File: config.mk
export PLATFORM = sky130hd
export DESIGN_NAME = data_mem_arbiter
export DESIGN_NICKNAME = d
export VERILOG_FILES = /design/src/isa_pkg.sv /design/src/pipe_pkg.sv /design/src/data_mem_arbiter.sv
export SDC_FILE = /design/constraint.sdc
export NUM_CORES = 1
export LEC_CHECK = 0
export BUFFER_PORTS_ARGS = -buffer_cell sky130_fd_sc_hd__buf_2
export CAP_MARGIN = 20
export CORE_ASPECT_RATIO = 1.5
export CORE_MARGIN = 10
export CORE_UTILIZATION = 29
export CTS_CLUSTER_SIZE = 25
export DETAILED_ROUTE_END_ITERATION = 8
export PLACE_DENSITY = 0.95
export SLEW_MARGIN = 10
export SYNTH_ARGS = -nofsm -noshare
export SYNTH_HDL_FRONTEND = slang
export SYNTH_SLANG_ARGS = --single-unit
File: constraint.sdc
create_clock -name clk -period 2.8 [get_ports clk]
set_input_delay 0.28 -clock clk [delete_from_list [all_inputs] [get_ports clk]]
set_output_delay 0.28 -clock clk [all_outputs]
set_load 0.05 [all_outputs]
File: src/isa_pkg.sv
package isa_pkg;

    // datapath widths
    localparam int DATA_WIDTH = 32;                      // data and byte address width
    localparam int REG_ADDR_WIDTH = 5;                   // register index width

    // register file
    localparam int REG_COUNT = 32;                       // architectural registers, x0 hardwired
    localparam logic [REG_ADDR_WIDTH-1:0] LINK_REG = 5'd31; // target of the return address

    // data memory
    localparam int MEM_ADDR_WIDTH = 8;                   // word address width
    localparam int MEM_DEPTH = 1 << MEM_ADDR_WIDTH;      // number of words

    // byte offset dropped when a byte address becomes a word address
    localparam int WORD_OFFSET = 2;

endpackage

File: src/pipe_pkg.sv
package pipe_pkg;

    import isa_pkg::*;

    // execute result, enters the ex/mem stage register
    typedef struct packed {
        logic [DATA_WIDTH-1:0]     pc_4;                 // return address for link ops
        logic [DATA_WIDTH-1:0]     alu_result;           // result or byte address of load/store
        logic [DATA_WIDTH-1:0]     store_data;           // word written by a store
        logic [REG_ADDR_WIDTH-1:0] dest_reg;             // destination register index
        logic                      reg_write;            // item writes the register file
        logic                      mem_read;             // load
        logic                      mem_write;            // store
        logic                      link;                 // write pc_4 into LINK_REG
    } ex_mem_t;

    // memory result, enters the mem/wb stage register
    typedef struct packed {
        logic [DATA_WIDTH-1:0]     pc_4;                 // passed through for link
        logic [DATA_WIDTH-1:0]     alu_result;           // alu value for plain ops
        logic [DATA_WIDTH-1:0]     mem_read_data;        // load data, valid when mem_read
        logic [REG_ADDR_WIDTH-1:0] dest_reg;             // destination register index
        logic                      reg_write;            // write enable for wb
        logic                      mem_read;             // select load data in wb
        logic                      link;                 // select pc_4 in wb
    } mem_wb_t;

    // request on the shared data memory bus
    typedef struct packed {
        logic                      write;                // 1 write, 0 read
        logic [MEM_ADDR_WIDTH-1:0] addr;                 // word address
        logic [DATA_WIDTH-1:0]     wdata;                // ignored on reads
    } mem_req_t;

    // clients of the data memory arbiter
    typedef enum logic {
        CLIENT_PIPE = 1'b0,                              // memory stage of the pipeline
        CLIENT_HOST = 1'b1                               // external host port
    } client_e;

endpackage

File: src/data_mem_arbiter.sv
`timescale 1ns/1ns

module data_mem_arbiter (
    input  logic                                 clk,
    input  logic                                 rst_n,
    input  logic                                 pipe_req_valid,
    input  pipe_pkg::mem_req_t                   pipe_req,
    output logic                                 pipe_req_ready,
    output logic                                 pipe_rsp_valid,
    input  logic                                 host_req_valid,
    input  pipe_pkg::mem_req_t                   host_req,
    output logic                                 host_req_ready,
    output logic                                 host_rsp_valid,
    output logic [isa_pkg::DATA_WIDTH-1:0]       rsp_data,
    output logic                                 mem_en,
    output logic                                 mem_we,
    output logic [isa_pkg::MEM_ADDR_WIDTH-1:0]   mem_addr,
    output logic [isa_pkg::DATA_WIDTH-1:0]       mem_wdata,
    input  logic [isa_pkg::DATA_WIDTH-1:0]       mem_rdata
);

    import pipe_pkg::*;

    client_e  last_q;                                    // winner of the last grant
    client_e  rd_client_q;                               // owner of the read in flight
    logic     rd_pend_q;                                 // read issued last cycle
    logic     grant_pipe, grant_host;
    mem_req_t sel_req;

    // pipe wins alone, or on a tie when host won last
    assign grant_pipe = pipe_req_valid && (!host_req_valid || last_q == CLIENT_HOST);
    assign grant_host = host_req_valid && !grant_pipe;

    assign pipe_req_ready = grant_pipe;
    assign host_req_ready = grant_host;

    assign sel_req   = grant_host ? host_req : pipe_req;
    assign mem_en    = grant_pipe || grant_host;
    assign mem_we    = mem_en && sel_req.write;
    assign mem_addr  = sel_req.addr;
    assign mem_wdata = sel_req.wdata;

    always_ff @(posedge clk or negedge rst_n) begin
        if (!rst_n) begin
            last_q      <= CLIENT_HOST;                  // pipe takes the first tie
            rd_client_q <= CLIENT_PIPE;
            rd_pend_q   <= 1'b0;
        end else begin
            if (mem_en) begin
                last_q <= grant_host ? CLIENT_HOST : CLIENT_PIPE;
            end
            rd_pend_q <= mem_en && !sel_req.write;       // writes give no response
            if (mem_en) begin
                rd_client_q <= grant_host ? CLIENT_HOST : CLIENT_PIPE;
            end
        end
    end

    // steer the response to the client that issued the read
    assign pipe_rsp_valid = rd_pend_q && (rd_client_q == CLIENT_PIPE);
    assign host_rsp_valid = rd_pend_q && (rd_client_q == CLIENT_HOST);
    assign rsp_data       = mem_rdata;                   // shared, qualified by the valids

endmodule

==> flow_metrics.py <==
metrics = {
    "yosys": {
        "synth_fp_nets": 213,
        "netlist.area_leader.share_pct": 51.63,
        "syn_inst": 95,
        "synthTopCellsByArea": "mux2_4 52%, buf_4 22%, buf_12 5.6%",
        "synth_warnings": 0,
        "syn_area_um2": 1076,
        "ys_seq_elements": 3,
        "avgSynthCellArea_um2": 11.33,
        "synth_largest_area_cell": "mux2_4",
        "yosysSeqAreaShare_pct": 7.093,
        "synth_cell_types": 16,
    },
    "sta": {
        "setup_tns_ps": 0,
        "finClkSkew_ps": 3.431,
        "min_period_ps": 2108,
        "finalHoldViolCount": 0,
        "fmax_mhz": 474.4,
        "drv_slew": 0,
        "maxSlewHeadroom_pct": 79.93,
        "rsz0062_at_grt": "false",
        "period_share_pct": 75.29,
        "setup_viol": 0,
        "tightest_slew_ps": 301.1,
    },
    "global_route": {
        "grtUsageTotal_pct": 12.07,
        "overflow": 0,
        "grt_pass1_wl_um": 6410,
        "antenna_found_initial": 0,
        "grt_pass1_vias": 1120,
        "grt_max_degree": 43,
    },
    "pwr": {
        "ir_drop_uv": 305.5,
        "powerDensity_nw_per_um2": 441.3,
        "power_leakage_uw": 0.0009713,
    },
    "drt": {
        "ant_nets": 0,
        "drc_errors": 0,
        "vias": 1062,
        "drtPass1Iterations": 4,
        "wirelength_um": 4437,
        "vias_per_cell": 4.462,
        "wl_per_cell_um": 18.64,
        "first_iter_violations": 71,
    },
    "critical_path": {
        "critPathLaunchType": "register",
        "worstSetupEndpointType": "output port",
        "regToRegStartpoint": "last_q",
        "arrival_ps": 1830,
        "r2r_cells": 4,
        "crit_buf_inv": 2,
        "r2r-end": "rd_client_q",
        "crit_family": "flip-flops",
        "criticalPathCategory": "register to output port",
        "slowest_stage": "dfstp_2",
        "ff2ff_setup_slack_ps": 1400,
        "critPathRequiredTime_ps": 2520,
        "max_stage_delay_ps": 540,
        "critical_path.max_fanout": 42,
        "cp_num_cells": 4,
        "worstPathCellList": "a21bo_2 -> buf_12 -> mux2_2 -> buf_2",
    },
    "clocking": {
        "cts_setup_buffers": 0,
        "cts-root-buf": "clkbuf_8",
        "cts_resized": 0,
        "clkSinkCount": 3,
        "cts_hold_buf": 1,
        "path_clk_slew_ps": 30,
        "cts_tree": "done",
        "clk_latency_ps": 220,
        "h-tree-depth": 1,
        "numCtsBuffers": 3,
        "clockBufferDepth": 2,
    },
    "floorplanning": {
        "std_cell_rows": 27,
        "fp.dieH_um": 94.61,
        "ios": 196,
        "initial_core_util_pct": 29.77,
        "die_x_um": 69.74,
        "dieArea_um2": 6597,
        "core_area_um2": 3615,
    },
    "placement": {
        "place_inst": 233,
        "io_buffers": 131,
        "gp_congestion": 0.7883,
        "placed_area_um2": 1483,
        "hpwl_um": 3977,
    },
    "min_path": {
        "hp-class": "input pin to register",
        "hp-start": "pipe_req_valid",
        "hold_path_end": "last_q",
        "whs_path_depth": 2,
    },
    "cells_and_area": {
        "stdcell_count": 238,
        "n_antenna_cell": 0,
        "finalInstanceArea_um2": 1538,
        "syn2layout_area_growth_pct": 42.91,
        "nets": 314,
        "layout-drive-gt1-share_pct": 91.28,
    },
    "run_status": {
        "outcome": "completed",
    },
    "job": {
        "cap_violations": 0,
    },
}
==> worst reg2reg max path, stage by stage (launching register included) <==
cell,delay (ps)
dfstp_2,540
a21bo_2,170
buf_12,270
inv_1,130
a21o_1,160
==> stage by stage <==
step | total power [µW] | worst slack [ps] | util (%) | hold slack, ps
finish | 678.6 | 692.0 | 42.54 | 238.1
CTS | 687.4 | 681.9 | 42.54 | 238.2
detailed placement | 553.0 | 921.5 | 41.02 | 82.36
global route | 712.9 | 629.0 | 42.54 | 252.1
floorplan | 568.5 | 711.9 | - | -15.59
global placement | 546.8 | 944.6 | 41.02 | 84.72
==> final cells by class <==
type / count / area (µm²)
fillers: 371 / 2077
well taps: 43 / 53.80
repair buffers: 133 / 685.7
clock buffers: 4 / 45.04
multi-input cells: 51 / 661.9
inverters: 4 / 15.01
flip-flops and latches: 3 / 76.32
==> cells in the final DEF, fill, tap and decap left out <==
cell	instances
a21bo_2	1
a21o_1	1
a21oi_1	1
and2_1	1
buf_12	1
buf_2	131
clkbuf_1	1
clkbuf_8	3
dfrtp_1	2
dfstp_2	1
dlygate4sd3_1	1
inv_1	4
mux2_2	3
mux2_4	37
nor2_1	2
nor2b_1	2
o32ai_1	2
or2_2	1
==> power breakdown <==
part | leakage (µW) | internal [µW] | total, µW | switching, µW
Sequential | 0.0000345 | 50.6 | 54.2 | 3.55
Clock | 0.0000228 | 97.5 | 130 | 32.5
Combinational | 0.000914 | 181 | 494 | 314
Total | 0.000971 | 329 | 679 | 350
==> how the worst max path moves through the flow <==
stage | from | end | slack, ps
6_report | last_q | mem_wdata[0] | 690
3_3_place_gp | last_q | mem_wdata[0] | 940
2_1_floorplan | last_q | mem_we | 710
3_5_place_dp | last_q | mem_wdata[0] | 920
5_1_grt | last_q | mem_wdata[0] | 630
4_1_cts | last_q | mem_wdata[0] | 680
==> cells in the mapped netlist <==
cell type and count:
dfrtp_1 2, o32ai_1 2, and2_1 1, a21bo_1 1, buf_6 2, inv_1 4, a21oi_1 1, mux2_4 37
buf_4 32, buf_12 3, nor2b_1 2, dfstp_2 1, nor2_1 2, a21o_1 1, or2_2 1, mux2_2 3
==> state kept, by name, summed over array words and instances, names as in the netlist <==
| signal | cells |
|---|---|
| rd_client_q | 1 |
| rd_pend_q | 1 |
| last_q | 1 |
==> routing by layer <==
| metal | track usage, % | wire length, µm |
|---|---|---|
| met4 | 2.310 | 47 |
| met5 | 0 | 0 |
| met3 | 6.296 | 561 |
| met1 | 12.45 | 1651 |
| met2 | 21.56 | 2176 |
==> cell families after synthesis <==
kind of cell / after synthesis / share of synthesized area, %
and+or+nand+nor: 6 / 3.024
buffers and inverters: 41 / 31.39
DFF: 3 / 7.094
muxes: 40 / 54.77
AOI/OAI and AO/OA: 5 / 3.721
Note: power is estimated with default switching activity, not from simulation.
