## src/isa_pkg.sv

```systemverilog
package isa_pkg;

    // datapath widths
    localparam int DATA_WIDTH = 32;                      // data and byte address width
    localparam int REG_ADDR_WIDTH = 5;                   // register index width

    // register file
    localparam int REG_COUNT = 32;                       // architectural registers, x0 hardwired
    localparam logic [REG_ADDR_WIDTH-1:0] LINK_REG = 5'd31; // target of the return address

    // data memory
    localparam int MEM_ADDR_WIDTH = 8;                   // word address width
    localparam int MEM_DEPTH = 1 << MEM_ADDR_WIDTH;      // number of words

    // byte offset dropped when a byte address becomes a word address
    localparam int WORD_OFFSET = 2;

endpackage

```

## src/pipe_pkg.sv

```systemverilog
package pipe_pkg;

    import isa_pkg::*;

    // execute result, enters the ex/mem stage register
    typedef struct packed {
        logic [DATA_WIDTH-1:0]     pc_4;                 // return address for link ops
        logic [DATA_WIDTH-1:0]     alu_result;           // result or byte address of load/store
        logic [DATA_WIDTH-1:0]     store_data;           // word written by a store
        logic [REG_ADDR_WIDTH-1:0] dest_reg;             // destination register index
        logic                      reg_write;            // item writes the register file
        logic                      mem_read;             // load
        logic                      mem_write;            // store
        logic                      link;                 // write pc_4 into LINK_REG
    } ex_mem_t;

    // memory result, enters the mem/wb stage register
    typedef struct packed {
        logic [DATA_WIDTH-1:0]     pc_4;                 // passed through for link
        logic [DATA_WIDTH-1:0]     alu_result;           // alu value for plain ops
        logic [DATA_WIDTH-1:0]     mem_read_data;        // load data, valid when mem_read
        logic [REG_ADDR_WIDTH-1:0] dest_reg;             // destination register index
        logic                      reg_write;            // write enable for wb
        logic                      mem_read;             // select load data in wb
        logic                      link;                 // select pc_4 in wb
    } mem_wb_t;

    // request on the shared data memory bus
    typedef struct packed {
        logic                      write;                // 1 write, 0 read
        logic [MEM_ADDR_WIDTH-1:0] addr;                 // word address
        logic [DATA_WIDTH-1:0]     wdata;                // ignored on reads
    } mem_req_t;

    // clients of the data memory arbiter
    typedef enum logic {
        CLIENT_PIPE = 1'b0,                              // memory stage of the pipeline
        CLIENT_HOST = 1'b1                               // external host port
    } client_e;

endpackage

```

## src/wb_regfile.sv

```systemverilog
`timescale 1ns/1ns

module wb_regfile (
    input  logic                               clk,
    input  logic                               rst_n,
    input  logic                               wb_valid,  // item present this cycle
    input  pipe_pkg::mem_wb_t                  wb_data,
    input  logic [isa_pkg::REG_ADDR_WIDTH-1:0] rs1_addr,
    output logic [isa_pkg::DATA_WIDTH-1:0]     rs1_data,
    input  logic [isa_pkg::REG_ADDR_WIDTH-1:0] rs2_addr,
    output logic [isa_pkg::DATA_WIDTH-1:0]     rs2_data
);

    import isa_pkg::*;

    logic [DATA_WIDTH-1:0]     regs [REG_COUNT];
    logic [REG_ADDR_WIDTH-1:0] wr_addr;
    logic [DATA_WIDTH-1:0]     wr_data;
    logic                      wr_en;

    // link overrides the destination and the data source
    assign wr_addr = wb_data.link ? LINK_REG : wb_data.dest_reg;

    always_comb begin
        if (wb_data.link) begin
            wr_data = wb_data.pc_4;                      // return address
        end else if (wb_data.mem_read) begin
            wr_data = wb_data.mem_read_data;             // load result
        end else begin
            wr_data = wb_data.alu_result;
        end
    end

    // x0 is never written
    assign wr_en = wb_valid && wb_data.reg_write && (wr_addr != '0);

    always_ff @(posedge clk or negedge rst_n) begin
        if (!rst_n) begin
            for (int i = 0; i < REG_COUNT; i++) begin
                regs[i] <= '0;
            end
        end else if (wr_en) begin
            regs[wr_addr] <= wr_data;
        end
    end

    // read ports see the write from the next cycle on, no bypass
    assign rs1_data = (rs1_addr == '0) ? '0 : regs[rs1_addr];
    assign rs2_data = (rs2_addr == '0) ? '0 : regs[rs2_addr];

endmodule

```

## config.mk

```make
export PLATFORM = sky130hd
export DESIGN_NAME = wb_regfile
export DESIGN_NICKNAME = d
export VERILOG_FILES = /design/src/isa_pkg.sv /design/src/pipe_pkg.sv /design/src/wb_regfile.sv
export SDC_FILE = /design/constraint.sdc
export NUM_CORES = 2
export LEC_CHECK = 0
export ABC_AREA = 1
export CAP_MARGIN = 20
export CORE_UTILIZATION = 28
export CTS_BUF_LIST = sky130_fd_sc_hd__clkbuf_4 sky130_fd_sc_hd__clkbuf_8 sky130_fd_sc_hd__clkbuf_16
export CTS_CLUSTER_DIAMETER = 60
export CTS_CLUSTER_SIZE = 10
export DETAILED_ROUTE_END_ITERATION = 8
export DONT_BUFFER_PORTS = 1
export PLACE_DENSITY = 0.44
export SETUP_SLACK_MARGIN = 0.05
export SLEW_MARGIN = 0
export SYNTH_ARGS = -nofsm -noshare
export SYNTH_HDL_FRONTEND = slang
export SYNTH_SLANG_ARGS = --single-unit
```

## constraint.sdc

```tcl
create_clock -name clk -period 1.7 [get_ports clk]
set_input_delay 0 -clock clk [delete_from_list [all_inputs] [get_ports clk]]
set_output_delay 0 -clock clk [all_outputs]
set_load 0.02 [all_outputs]
```

==> reports/metrics.csv <==
stage,metric,value,unit
detailed_routing,ant_nets,0,
setup_path,critPathCaptureType,primary output,
clock_tree,clk_pin_slew,60,ps
placement,dpl.cell_count,11060,
logic_synthesis,synth_area_per_cell,6.830,µm²
sta,fin_skew,0,ps
placement,place_hpwl,155.1,mm
outcome,violations,"hold timing, setup timing",
die,rows,167,
die,die_h,458.9,µm
detailed_routing,routed_wl,282.0,mm
pwr,peakVddDrop,0.9981,mV
final_layout,postLayoutCellArea,0.07349,mm²
final_layout,drive_gt1_frac,0.1488,
die,die_w,458.9,µm
detailed_routing,routedWlPerCell,24.54,µm
logic_synthesis,netlist_area,0.05845,mm²
global_routing,antenna_found_initial,6,
sta,timing.setup.tns,-28570,ps
placement,routabilityCongestion,0.8399,
global_routing,grt_pass1_vias,56880,
logic_synthesis,synthCells,8558,
detailed_routing,first_pass_iters,6,
global_routing,grt_usage,0.2547,
pwr,p_comb_frac,0.194,
sta,maxSlewViolCount,0,
detailed_routing,vias,59900,
logic_synthesis,synth_edf_count,0,
setup_path,path_max_fanout,3,
sta,hold_viol_final,343,
logic_synthesis,ys.flop_type,dfrtp_1,
clock_tree,cts_buffers,136,
clock_tree,clk_latency,780,ps
clock_tree,cts-htree-levels,4,
final_layout,nNetsFinal,8740,
detailed_routing,drc_errors,0,
die,coreArea,0.2073,mm²
final_layout,final_common_cell,nand2_1,
setup_path,critPathArrivalTime,2310,ps
sta,fmax,432.1,MHz
pwr,p_clk_frac,0.406,
sta,final.min_clock_period,2314,ps
placement,pre_cts_slack,-752.8,ps
pwr,sw_frac_of_total,0.3075,
pwr,p_int,49850,µW
die,die-area,0.2106,mm²
final_layout,nFillCells,22150,
die,io_pins,181,
sta,layout_setup_ws,-614.0,ps
global_routing,grt_max_degree,688,
pwr,p_leak,0.03361,µW
sta,hold_ws,-1105,ps
pwr,power_frac_seq,0.400,
setup_path,rr_worst_depth,4,
sta,setup_violations,65,
setup_path,cp_data_required_time,1700,ps
global_routing,grt.overflow.total,0,
global_routing,grt_first_pass_wirelength,396.8,mm
pwr,p_switching,22140,µW
logic_synthesis,synthesis.nets,8675,
logic_synthesis,ys_types,29,
min_path,hold_class,input port to async pin,
final_layout,top_regs,regs (1024),
logic_synthesis,ys_ff_latch,1024,
pwr,power_density,979.5,mW/mm²
clock_tree,cts-root-buf,clkbuf_16,
logic_synthesis,yosys_warnings,0,
final_layout,syn2layout_area_growth,25.74,%
clock_tree,clockBufferDepth,3,
sta,fin_crit_sh,1.361,
logic_synthesis,synthArstFlopShare,1.000,
job,drv_cap,0,
setup_path,critPathKind,flop to primary output,
outcome,outcome,"finished, violations left",
sta,relSlewSlack,0.1395,
sta,rsz0062_at_grt,true,
final_layout,top_register,regs,
sta,max_slew.worst_pin.slew,1291,ps
placement,portBuffers,0,
clock_tree,tritoncts_num_sinks,1024,
placement,place_area,0.06492,mm²
die,initial_utilization,0.2820,
clock_tree,cts_tree,built,
detailed_routing,vias_per_cell,5.214,
setup_path,start_kind,flop,
final_layout,final_cell_mix,"nand2_1 (2812), dfrtp_1 (1024), o21ai_0 (964)",
final_layout,fin_cells,11490,
detailed_routing,drt_iter0_drc,5903,
setup_path,regToRegSetupSlack,370,ps
logic_synthesis,yosysSeqAreaShare,0.4384,
final_layout,largest_reg_flops,1024,
-- synthesized netlist by cell type, types with 4 or more instances --
| library cell | count | area share |
|---|---|---|
| nand2_1 | 2909 | 0.19 |
| o21ai_0 | 1046 | 0.090 |
| dfrtp_1 | 1024 | 0.44 |
| nand3_1 | 962 | 0.082 |
| nor2_1 | 688 | 0.044 |
| inv_1 | 459 | 0.029 |
| clkbuf_1 | 410 | 0.026 |
| a21oi_1 | 332 | 0.028 |
| o211ai_1 | 251 | 0.032 |
| buf_2 | 226 | 0.019 |
| buf_1 | 81 | 0.0052 |
| o21ai_1 | 37 | 0.0032 |
| or2_2 | 28 | 0.0030 |
| inv_2 | 23 | 0.0015 |
| nor2_2 | 16 | 0.0017 |
| buf_4 | 13 | 0.0017 |
| o21a_1 | 11 | 0.0014 |
| o21ai_2 | 11 | 0.0016 |
| clkbuf_2 | 7 | 0.00060 |
| nand2_2 | 6 | 0.00064 |
| nor2_4 | 4 | 0.00077 |
-- worst max-delay path, stage by stage, from the launching register on --
cell	delay (ps)
dfrtp_1	340
inv_2	50
a21oi_2	100
o21ai_1	90
nand2_1	100
nor2_1	50
nor2_2	160
nor2_2	70
nor2_4	260
buf_6	190
buf_6	120
-- routing by layer --
| metal | up-vias | global-route usage | part of all wire |
|---|---|---|---|
| li1 | 27790 | - | - |
| met1 | 29140 | 0.3288 | 0.42 |
| met2 | 2465 | 0.4179 | 0.46 |
| met3 | 502 | 0.03614 | 0.065 |
| met4 | 0 | 0.1207 | 0.050 |
| met5 | - | 0 | 0 |
-- power by group through the flow --
| stage | Sequential, µW | Combinational [µW] | Clock [µW] |
|---|---|---|---|
| final | 28800 | 14000 | 29200 |
| after global routing | 29100 | 15500 | 30700 |
| after CTS | 28700 | 13100 | 29800 |
| after detailed placement | 29100 | 12000 | 0 |
| after global placement | 29100 | 11900 | 0 |
| after floorplan | 28700 | 7840 | 0 |
-- area by class of cell --
type | instances | area [µm²] | area share
multi-input combinational | 6313 | 29730 | 0.4045
sequential | 1024 | 25620 | 0.3487
timing repair buffer | 664 | 8412 | 0.1145
clock buffer | 176 | 3897 | 0.05303
tap | 2788 | 3488 | 0.04746
inverter | 484 | 1859 | 0.02530
clock inverter | 38 | 483.0 | 0.006571
antenna | 1 | 2.502 | 0.00003405
-- per-stage QoR --
stage / utilization / power [µW]
final: 0.3546 / 71990
after global routing: 0.3546 / 75230
after CTS: 0.3471 / 71600
after detailed placement: 0.3132 / 41170
after global placement: 0.3132 / 41020
after floorplan: - / 36570
-- path summary, 6_finish.rpt --
kind                                end       start
setup / recovery           rs2_data[19]   regs[723]
hold / removal                regs[588]       rst_n
setup reg to reg              regs[180]   regs[180]
hold reg to reg              regs[1007]  regs[1007]
max in group asynchronous      regs[86]       rst_n
min in group clk              regs[857]  wb_data[0]
-- kinds of logic (layout without fill, tap and decap cells) --
kind of cell,count (synthesis),in the layout,share of synthesized area
AND/OR/NAND/NOR,4621,4621,0.3205
AO/OA/AOI/OAI,1692,1692,0.1569
buffers and inverters,1221,1362,0.08424
flip-flops,1024,1024,0.4384
other,0,1,0
-- timing repair --
action / 4_1_cts / 5_1_grt
hold buffers: 98 / 2
buffers inserted: 52 / 53
pin swaps: 245 / 200
gates cloned: 0 / 16
setup endpoints to repair: 64 / 647
endpoints found under the hold margin: 1248 / 373
resized for setup: 426 / 236
No activity file was read; power rests on OpenSTA's default activity.
