`config.mk`:
```
export PLATFORM = sky130hd
export DESIGN_NAME = mem_access
export DESIGN_NICKNAME = d
export VERILOG_FILES = /design/src/isa_pkg.sv /design/src/pipe_pkg.sv /design/src/mem_access.sv
export SDC_FILE = /design/constraint.sdc
export NUM_CORES = 1
export LEC_CHECK = 0
export ABC_AREA = 1
export BUFFER_PORTS_ARGS = -buffer_cell sky130_fd_sc_hd__buf_2
export CAP_MARGIN = 25
export CORE_AREA = 2 2 113 115
export CTS_CLUSTER_DIAMETER = 60
export DETAILED_ROUTE_END_ITERATION = 6
export DIE_AREA = 0 0 115 117
export PLACE_DENSITY = 0.51
export REMOVE_ABC_BUFFERS = 1
export SYNTH_ARGS = -nofsm -noshare
export SYNTH_HDL_FRONTEND = slang
export SYNTH_SLANG_ARGS = --single-unit
```
`constraint.sdc`:
```
create_clock -name clk -period 3.7 [get_ports clk]
set_clock_uncertainty 0.1 [all_clocks]
set_input_delay 0.74 -clock clk [delete_from_list [all_inputs] [get_ports clk]]
set_output_delay 0.74 -clock clk [all_outputs]
set_load 0.01 [all_outputs]
```
`src/isa_pkg.sv`:
```
package isa_pkg;

    // datapath widths
    localparam int DATA_WIDTH = 32;                      // data and byte address width
    localparam int REG_ADDR_WIDTH = 5;                   // register index width

    // register file
    localparam int REG_COUNT = 32;                       // architectural registers, x0 hardwired
    localparam logic [REG_ADDR_WIDTH-1:0] LINK_REG = 5'd31; // target of the return address

    // data memory
    localparam int MEM_ADDR_WIDTH = 8;                   // word address width
    localparam int MEM_DEPTH = 1 << MEM_ADDR_WIDTH;      // number of words

    // byte offset dropped when a byte address becomes a word address
    localparam int WORD_OFFSET = 2;

endpackage

```
`src/pipe_pkg.sv`:
```
package pipe_pkg;

    import isa_pkg::*;

    // execute result, enters the ex/mem stage register
    typedef struct packed {
        logic [DATA_WIDTH-1:0]     pc_4;                 // return address for link ops
        logic [DATA_WIDTH-1:0]     alu_result;           // result or byte address of load/store
        logic [DATA_WIDTH-1:0]     store_data;           // word written by a store
        logic [REG_ADDR_WIDTH-1:0] dest_reg;             // destination register index
        logic                      reg_write;            // item writes the register file
        logic                      mem_read;             // load
        logic                      mem_write;            // store
        logic                      link;                 // write pc_4 into LINK_REG
    } ex_mem_t;

    // memory result, enters the mem/wb stage register
    typedef struct packed {
        logic [DATA_WIDTH-1:0]     pc_4;                 // passed through for link
        logic [DATA_WIDTH-1:0]     alu_result;           // alu value for plain ops
        logic [DATA_WIDTH-1:0]     mem_read_data;        // load data, valid when mem_read
        logic [REG_ADDR_WIDTH-1:0] dest_reg;             // destination register index
        logic                      reg_write;            // write enable for wb
        logic                      mem_read;             // select load data in wb
        logic                      link;                 // select pc_4 in wb
    } mem_wb_t;

    // request on the shared data memory bus
    typedef struct packed {
        logic                      write;                // 1 write, 0 read
        logic [MEM_ADDR_WIDTH-1:0] addr;                 // word address
        logic [DATA_WIDTH-1:0]     wdata;                // ignored on reads
    } mem_req_t;

    // clients of the data memory arbiter
    typedef enum logic {
        CLIENT_PIPE = 1'b0,                              // memory stage of the pipeline
        CLIENT_HOST = 1'b1                               // external host port
    } client_e;

endpackage

```
`src/mem_access.sv`:
```
`timescale 1ns/1ns

module mem_access (
    input  logic                             clk,
    input  logic                             rst_n,
    input  logic                             em_valid,
    output logic                             em_ready,
    input  pipe_pkg::ex_mem_t                em_data,
    output logic                             pipe_req_valid,
    input  logic                             pipe_req_ready,
    output pipe_pkg::mem_req_t               pipe_req,
    input  logic                             pipe_rsp_valid,
    input  logic [isa_pkg::DATA_WIDTH-1:0]   rd_data,
    output logic                             mw_in_valid,
    input  logic                             mw_in_ready,
    output pipe_pkg::mem_wb_t                mw_in_data
);

    import isa_pkg::*;

    typedef enum logic [1:0] {
        S_IDLE,                                          // no memory op in progress
        S_LOAD,                                          // load granted, waiting for data
        S_DONE                                           // memory work done, waiting for mw_in_ready
    } state_e;

    state_e                state_q, state_d;
    logic [DATA_WIDTH-1:0] rd_q;                         // captured load data
    logic                  is_load, is_store;

    assign is_load  = em_data.mem_read;
    assign is_store = em_data.mem_write && !em_data.mem_read; // load wins if both set

    // request payload straight from the held item, byte address to word address
    assign pipe_req.write = is_store;
    assign pipe_req.addr  = em_data.alu_result[MEM_ADDR_WIDTH+WORD_OFFSET-1:WORD_OFFSET];
    assign pipe_req.wdata = em_data.store_data;

    always_comb begin
        state_d        = state_q;
        pipe_req_valid = 1'b0;
        mw_in_valid    = 1'b0;
        em_ready       = 1'b0;
        case (state_q)
            S_IDLE: begin
                pipe_req_valid = em_valid && (is_load || is_store);
                if (!is_load && !is_store) begin
                    mw_in_valid = em_valid;              // plain op passes through
                    em_ready    = mw_in_ready;
                end else if (is_store) begin
                    mw_in_valid = em_valid && pipe_req_ready; // done on grant
                    em_ready    = pipe_req_ready && mw_in_ready;
                    if (em_valid && pipe_req_ready && !mw_in_ready) begin
                        state_d = S_DONE;                // written, not yet forwarded
                    end
                end else if (em_valid && pipe_req_ready) begin
                    state_d = S_LOAD;                    // read issued
                end
            end
            S_LOAD: begin
                mw_in_valid = pipe_rsp_valid;            // forward with the data
                em_ready    = pipe_rsp_valid && mw_in_ready;
                if (pipe_rsp_valid) begin
                    state_d = mw_in_ready ? S_IDLE : S_DONE;
                end
            end
            default: begin
                mw_in_valid = 1'b1;                      // S_DONE, result held
                em_ready    = mw_in_ready;
                if (mw_in_ready) begin
                    state_d = S_IDLE;
                end
            end
        endcase
    end

    always_ff @(posedge clk or negedge rst_n) begin
        if (!rst_n) begin
            state_q <= S_IDLE;
        end else begin
            state_q <= state_d;
        end
    end

    // keep load data in case the next stage is stalled
    always_ff @(posedge clk) begin
        if (state_q == S_LOAD && pipe_rsp_valid) begin
            rd_q <= rd_data;
        end
    end

    assign mw_in_data.pc_4          = em_data.pc_4;
    assign mw_in_data.alu_result    = em_data.alu_result;
    assign mw_in_data.mem_read_data = (state_q == S_DONE) ? rd_q : rd_data;
    assign mw_in_data.dest_reg      = em_data.dest_reg;
    assign mw_in_data.reg_write     = em_data.reg_write;
    assign mw_in_data.mem_read      = is_load;
    assign mw_in_data.link          = em_data.link;

endmodule

```
==> results.sh <==
export IMPL_status="finished, final reports clean"
export IMPL_arrival_ns=2.19
export IMPL_peakVddDrop_v=0.0001521
export IMPL_hpwl_mm=17.18
export IMPL_clock_path_buffers=2
export IMPL_maxCapViolCount=0
export IMPL_utilization_pct=19.39
export IMPL_die_area_um2=13460
export IMPL_slew_headroom_pct=49.07
export IMPL_grt_pass1_wl_mm=20.29
export IMPL_finalNetCount=333
export IMPL_diodes=0
export IMPL_start_util_pct=20.53
export IMPL_drc=0
export IMPL_drive_gt1_share_pct=62.83
export IMPL_synth_seq_cells=34
export IMPL_power_leakage_uw=0.001104
export IMPL_io_pin_count=291
export IMPL_synthCells=221
export IMPL_syn_avg_cell_area_um2=11.44
export IMPL_fp_dieH_um=117
export IMPL_core_um2=12310
export IMPL_antenna_found_initial=1
export IMPL_min_period_over_period_pct=81.93
export IMPL_wl_mm=18.28
export IMPL_worstSetupEndpointType="output port"
export IMPL_numCtsBuffers=5
export IMPL_tightest_slew_ns=0.7613
export IMPL_fmax_mhz=329.9
export IMPL_wire_per_inst_um=53.59
export IMPL_period_needed_ns=3.031
export IMPL_dpl_cell_area_um2=2236
export IMPL_root_buffer="clkbuf_16"
export IMPL_p_per_area_nw_per_um2=606.5
export IMPL_switching_share_pct=30.66
export IMPL_setup_viol=0
export IMPL_p_comb_share_pct=34.0
export IMPL_synth_seq_area_share_pct=40.00
export IMPL_cts_htree_levels=2
export IMPL_drt_pre_antenna_iters=7
export IMPL_grt_max_degree=33
export IMPL_drtAntennaViolNets=0
export IMPL_hold_slack_ns=0.1443
export IMPL_cts_sinks=34
export IMPL_synth_warning_count=0
export IMPL_grt_usage_pct=26.05
export IMPL_vias=1440
export IMPL_layout_setup_ws_ns=0.6685
export IMPL_place_congestion=0.9193
export IMPL_fp_dieW_um=115
export IMPL_cp_max_fo=21
export IMPL_slew_violations=0
export IMPL_worst_setup_path_start_kind="flop"
export IMPL_post_cts_setup_buffers=0
export IMPL_cts_resized=0
export IMPL_path_class="flop to output port"
export IMPL_clk_latency_ns=0.27
export IMPL_rsz0062_at_grt="false"
export IMPL_syn_to_final_growth_pct=-5.545
export IMPL_intPower_uw=1004
export IMPL_dp_slack_ns=0.9609
export IMPL_fp_row_count=41
export IMPL_p_clk_share_pct=29.4
export IMPL_ctsHoldBuffers=0
export IMPL_grt_ovfl_total=0
export IMPL_vias_per_cell=4.223
export IMPL_io_buffers=76
export IMPL_pwr_share_seq_pct=36.6
export IMPL_grt_pass1_vias=1231
export IMPL_post_synth_num_cell_types=14
export IMPL_clk_pin_slew_ns=0.06
export IMPL_r2r_worst_path_cells=4
export IMPL_postLayoutCellArea_um2=2387
export IMPL_cp_required_ns=2.86
export IMPL_hold_class="primary input to async pin"
export IMPL_p_switching_uw=443.9
export IMPL_finalSetupTns_ns=0
export IMPL_drt_iter0_markers=84
export IMPL_hold_viol=0
export IMPL_netlist_area_um2=2527
export IMPL_cts_tree="done"
==> layout by cell type (no fill, tap or decap), drive strengths merged <==
master,count
buf,78
edfxtp,32
mux2,32
nand2,15
inv,8
nor2,8
clkbuf,6
nand3,4
o21ai,2
dfrtp,2
o211ai,1
a21oi,1
clkinvlp,1
clkinv,1
==> critical path: stages (launching register included) <==
cell and delay, ns:
dfrtp_1 0.41, inv_1 0.09, nand2_2 0.57, buf_4 0.37, mux2_4 0.32, buf_2 0.14
==> cells in the mapped netlist <==
library cell / count / area share, %
buf_4: 113 / 34
dfrtp_1: 2 / 2.0
edfxtp_1: 32 / 38
buf_6: 3 / 1.3
inv_1: 8 / 1.2
mux2_4: 30 / 18
nand2_1: 14 / 2.1
nor2_1: 8 / 1.2
nand2_2: 1 / 0.25
mux2_2: 2 / 0.89
nand3_1: 4 / 0.79
o21ai_0: 2 / 0.40
a21oi_1: 1 / 0.20
o211ai_1: 1 / 0.30
==> path summary, 6_finish.rpt <==
kind	start	end	slack, ns
max	state_q[0]	mw_in_data[8]	0.67
min	rst_n	state_q[1]	0.14
max reg2reg	state_q[1]	rd_q[0]	2.07
min reg2reg	state_q[0]	state_q[0]	0.46
max in group asynchronous	rst_n	state_q[0]	3.25
min in group clk	state_q[0]	state_q[0]	0.46
==> power by group through the flow <==
stage               combinational [µW]  clock [µW]  sequential (µW)
global placement                   488           0              532
global route                       532         453              534
CTS                                496         436              529
detailed placement                 495           0              535
floorplan                          323           0              532
finish                             492         426              529
==> registers in the layout (all words and copies together), names as in the netlist <==
register  cells
rd_q         32
state_q       2
==> routing by layer <==
metal	vias up	wire length [µm]	track usage, %
met5	-	125	5.556
met4	6	673	9.398
met3	31	5559	37.28
met2	275	8836	44.00
met1	577	3080	12.91
li1	551	-	-
==> metrics by stage <==
| stage | total power, µW | cells |
|---|---|---|
| global placement | 1021 | 333 |
| detailed placement | 1031 | 333 |
| finish | 1448 | 341 |
| floorplan | 855.2 | 105 |
| CTS | 1460 | 341 |
| global route | 1518 | 341 |
==> cell families after synthesis <==
group	count (synthesis)	synth area share, %
AOI/OAI and AO/OA	4	0.8910
buffers and inverters	124	36.09
DFF	34	40.00
muxes	32	18.71
and+or+nand+nor	27	4.307
==> area by class of cell <==
type | count | area [µm²]
Fill cell | 1368 | 9925
Clock buffer | 6 | 138.9
Sequential cell | 34 | 1011
Inverter | 8 | 30.03
Timing Repair Buffer | 78 | 395.4
Multi-Input combinational cell | 63 | 611.8
Tap cell | 150 | 187.7
Clock inverter | 2 | 12.51
Power figures use the tool's default switching activity.
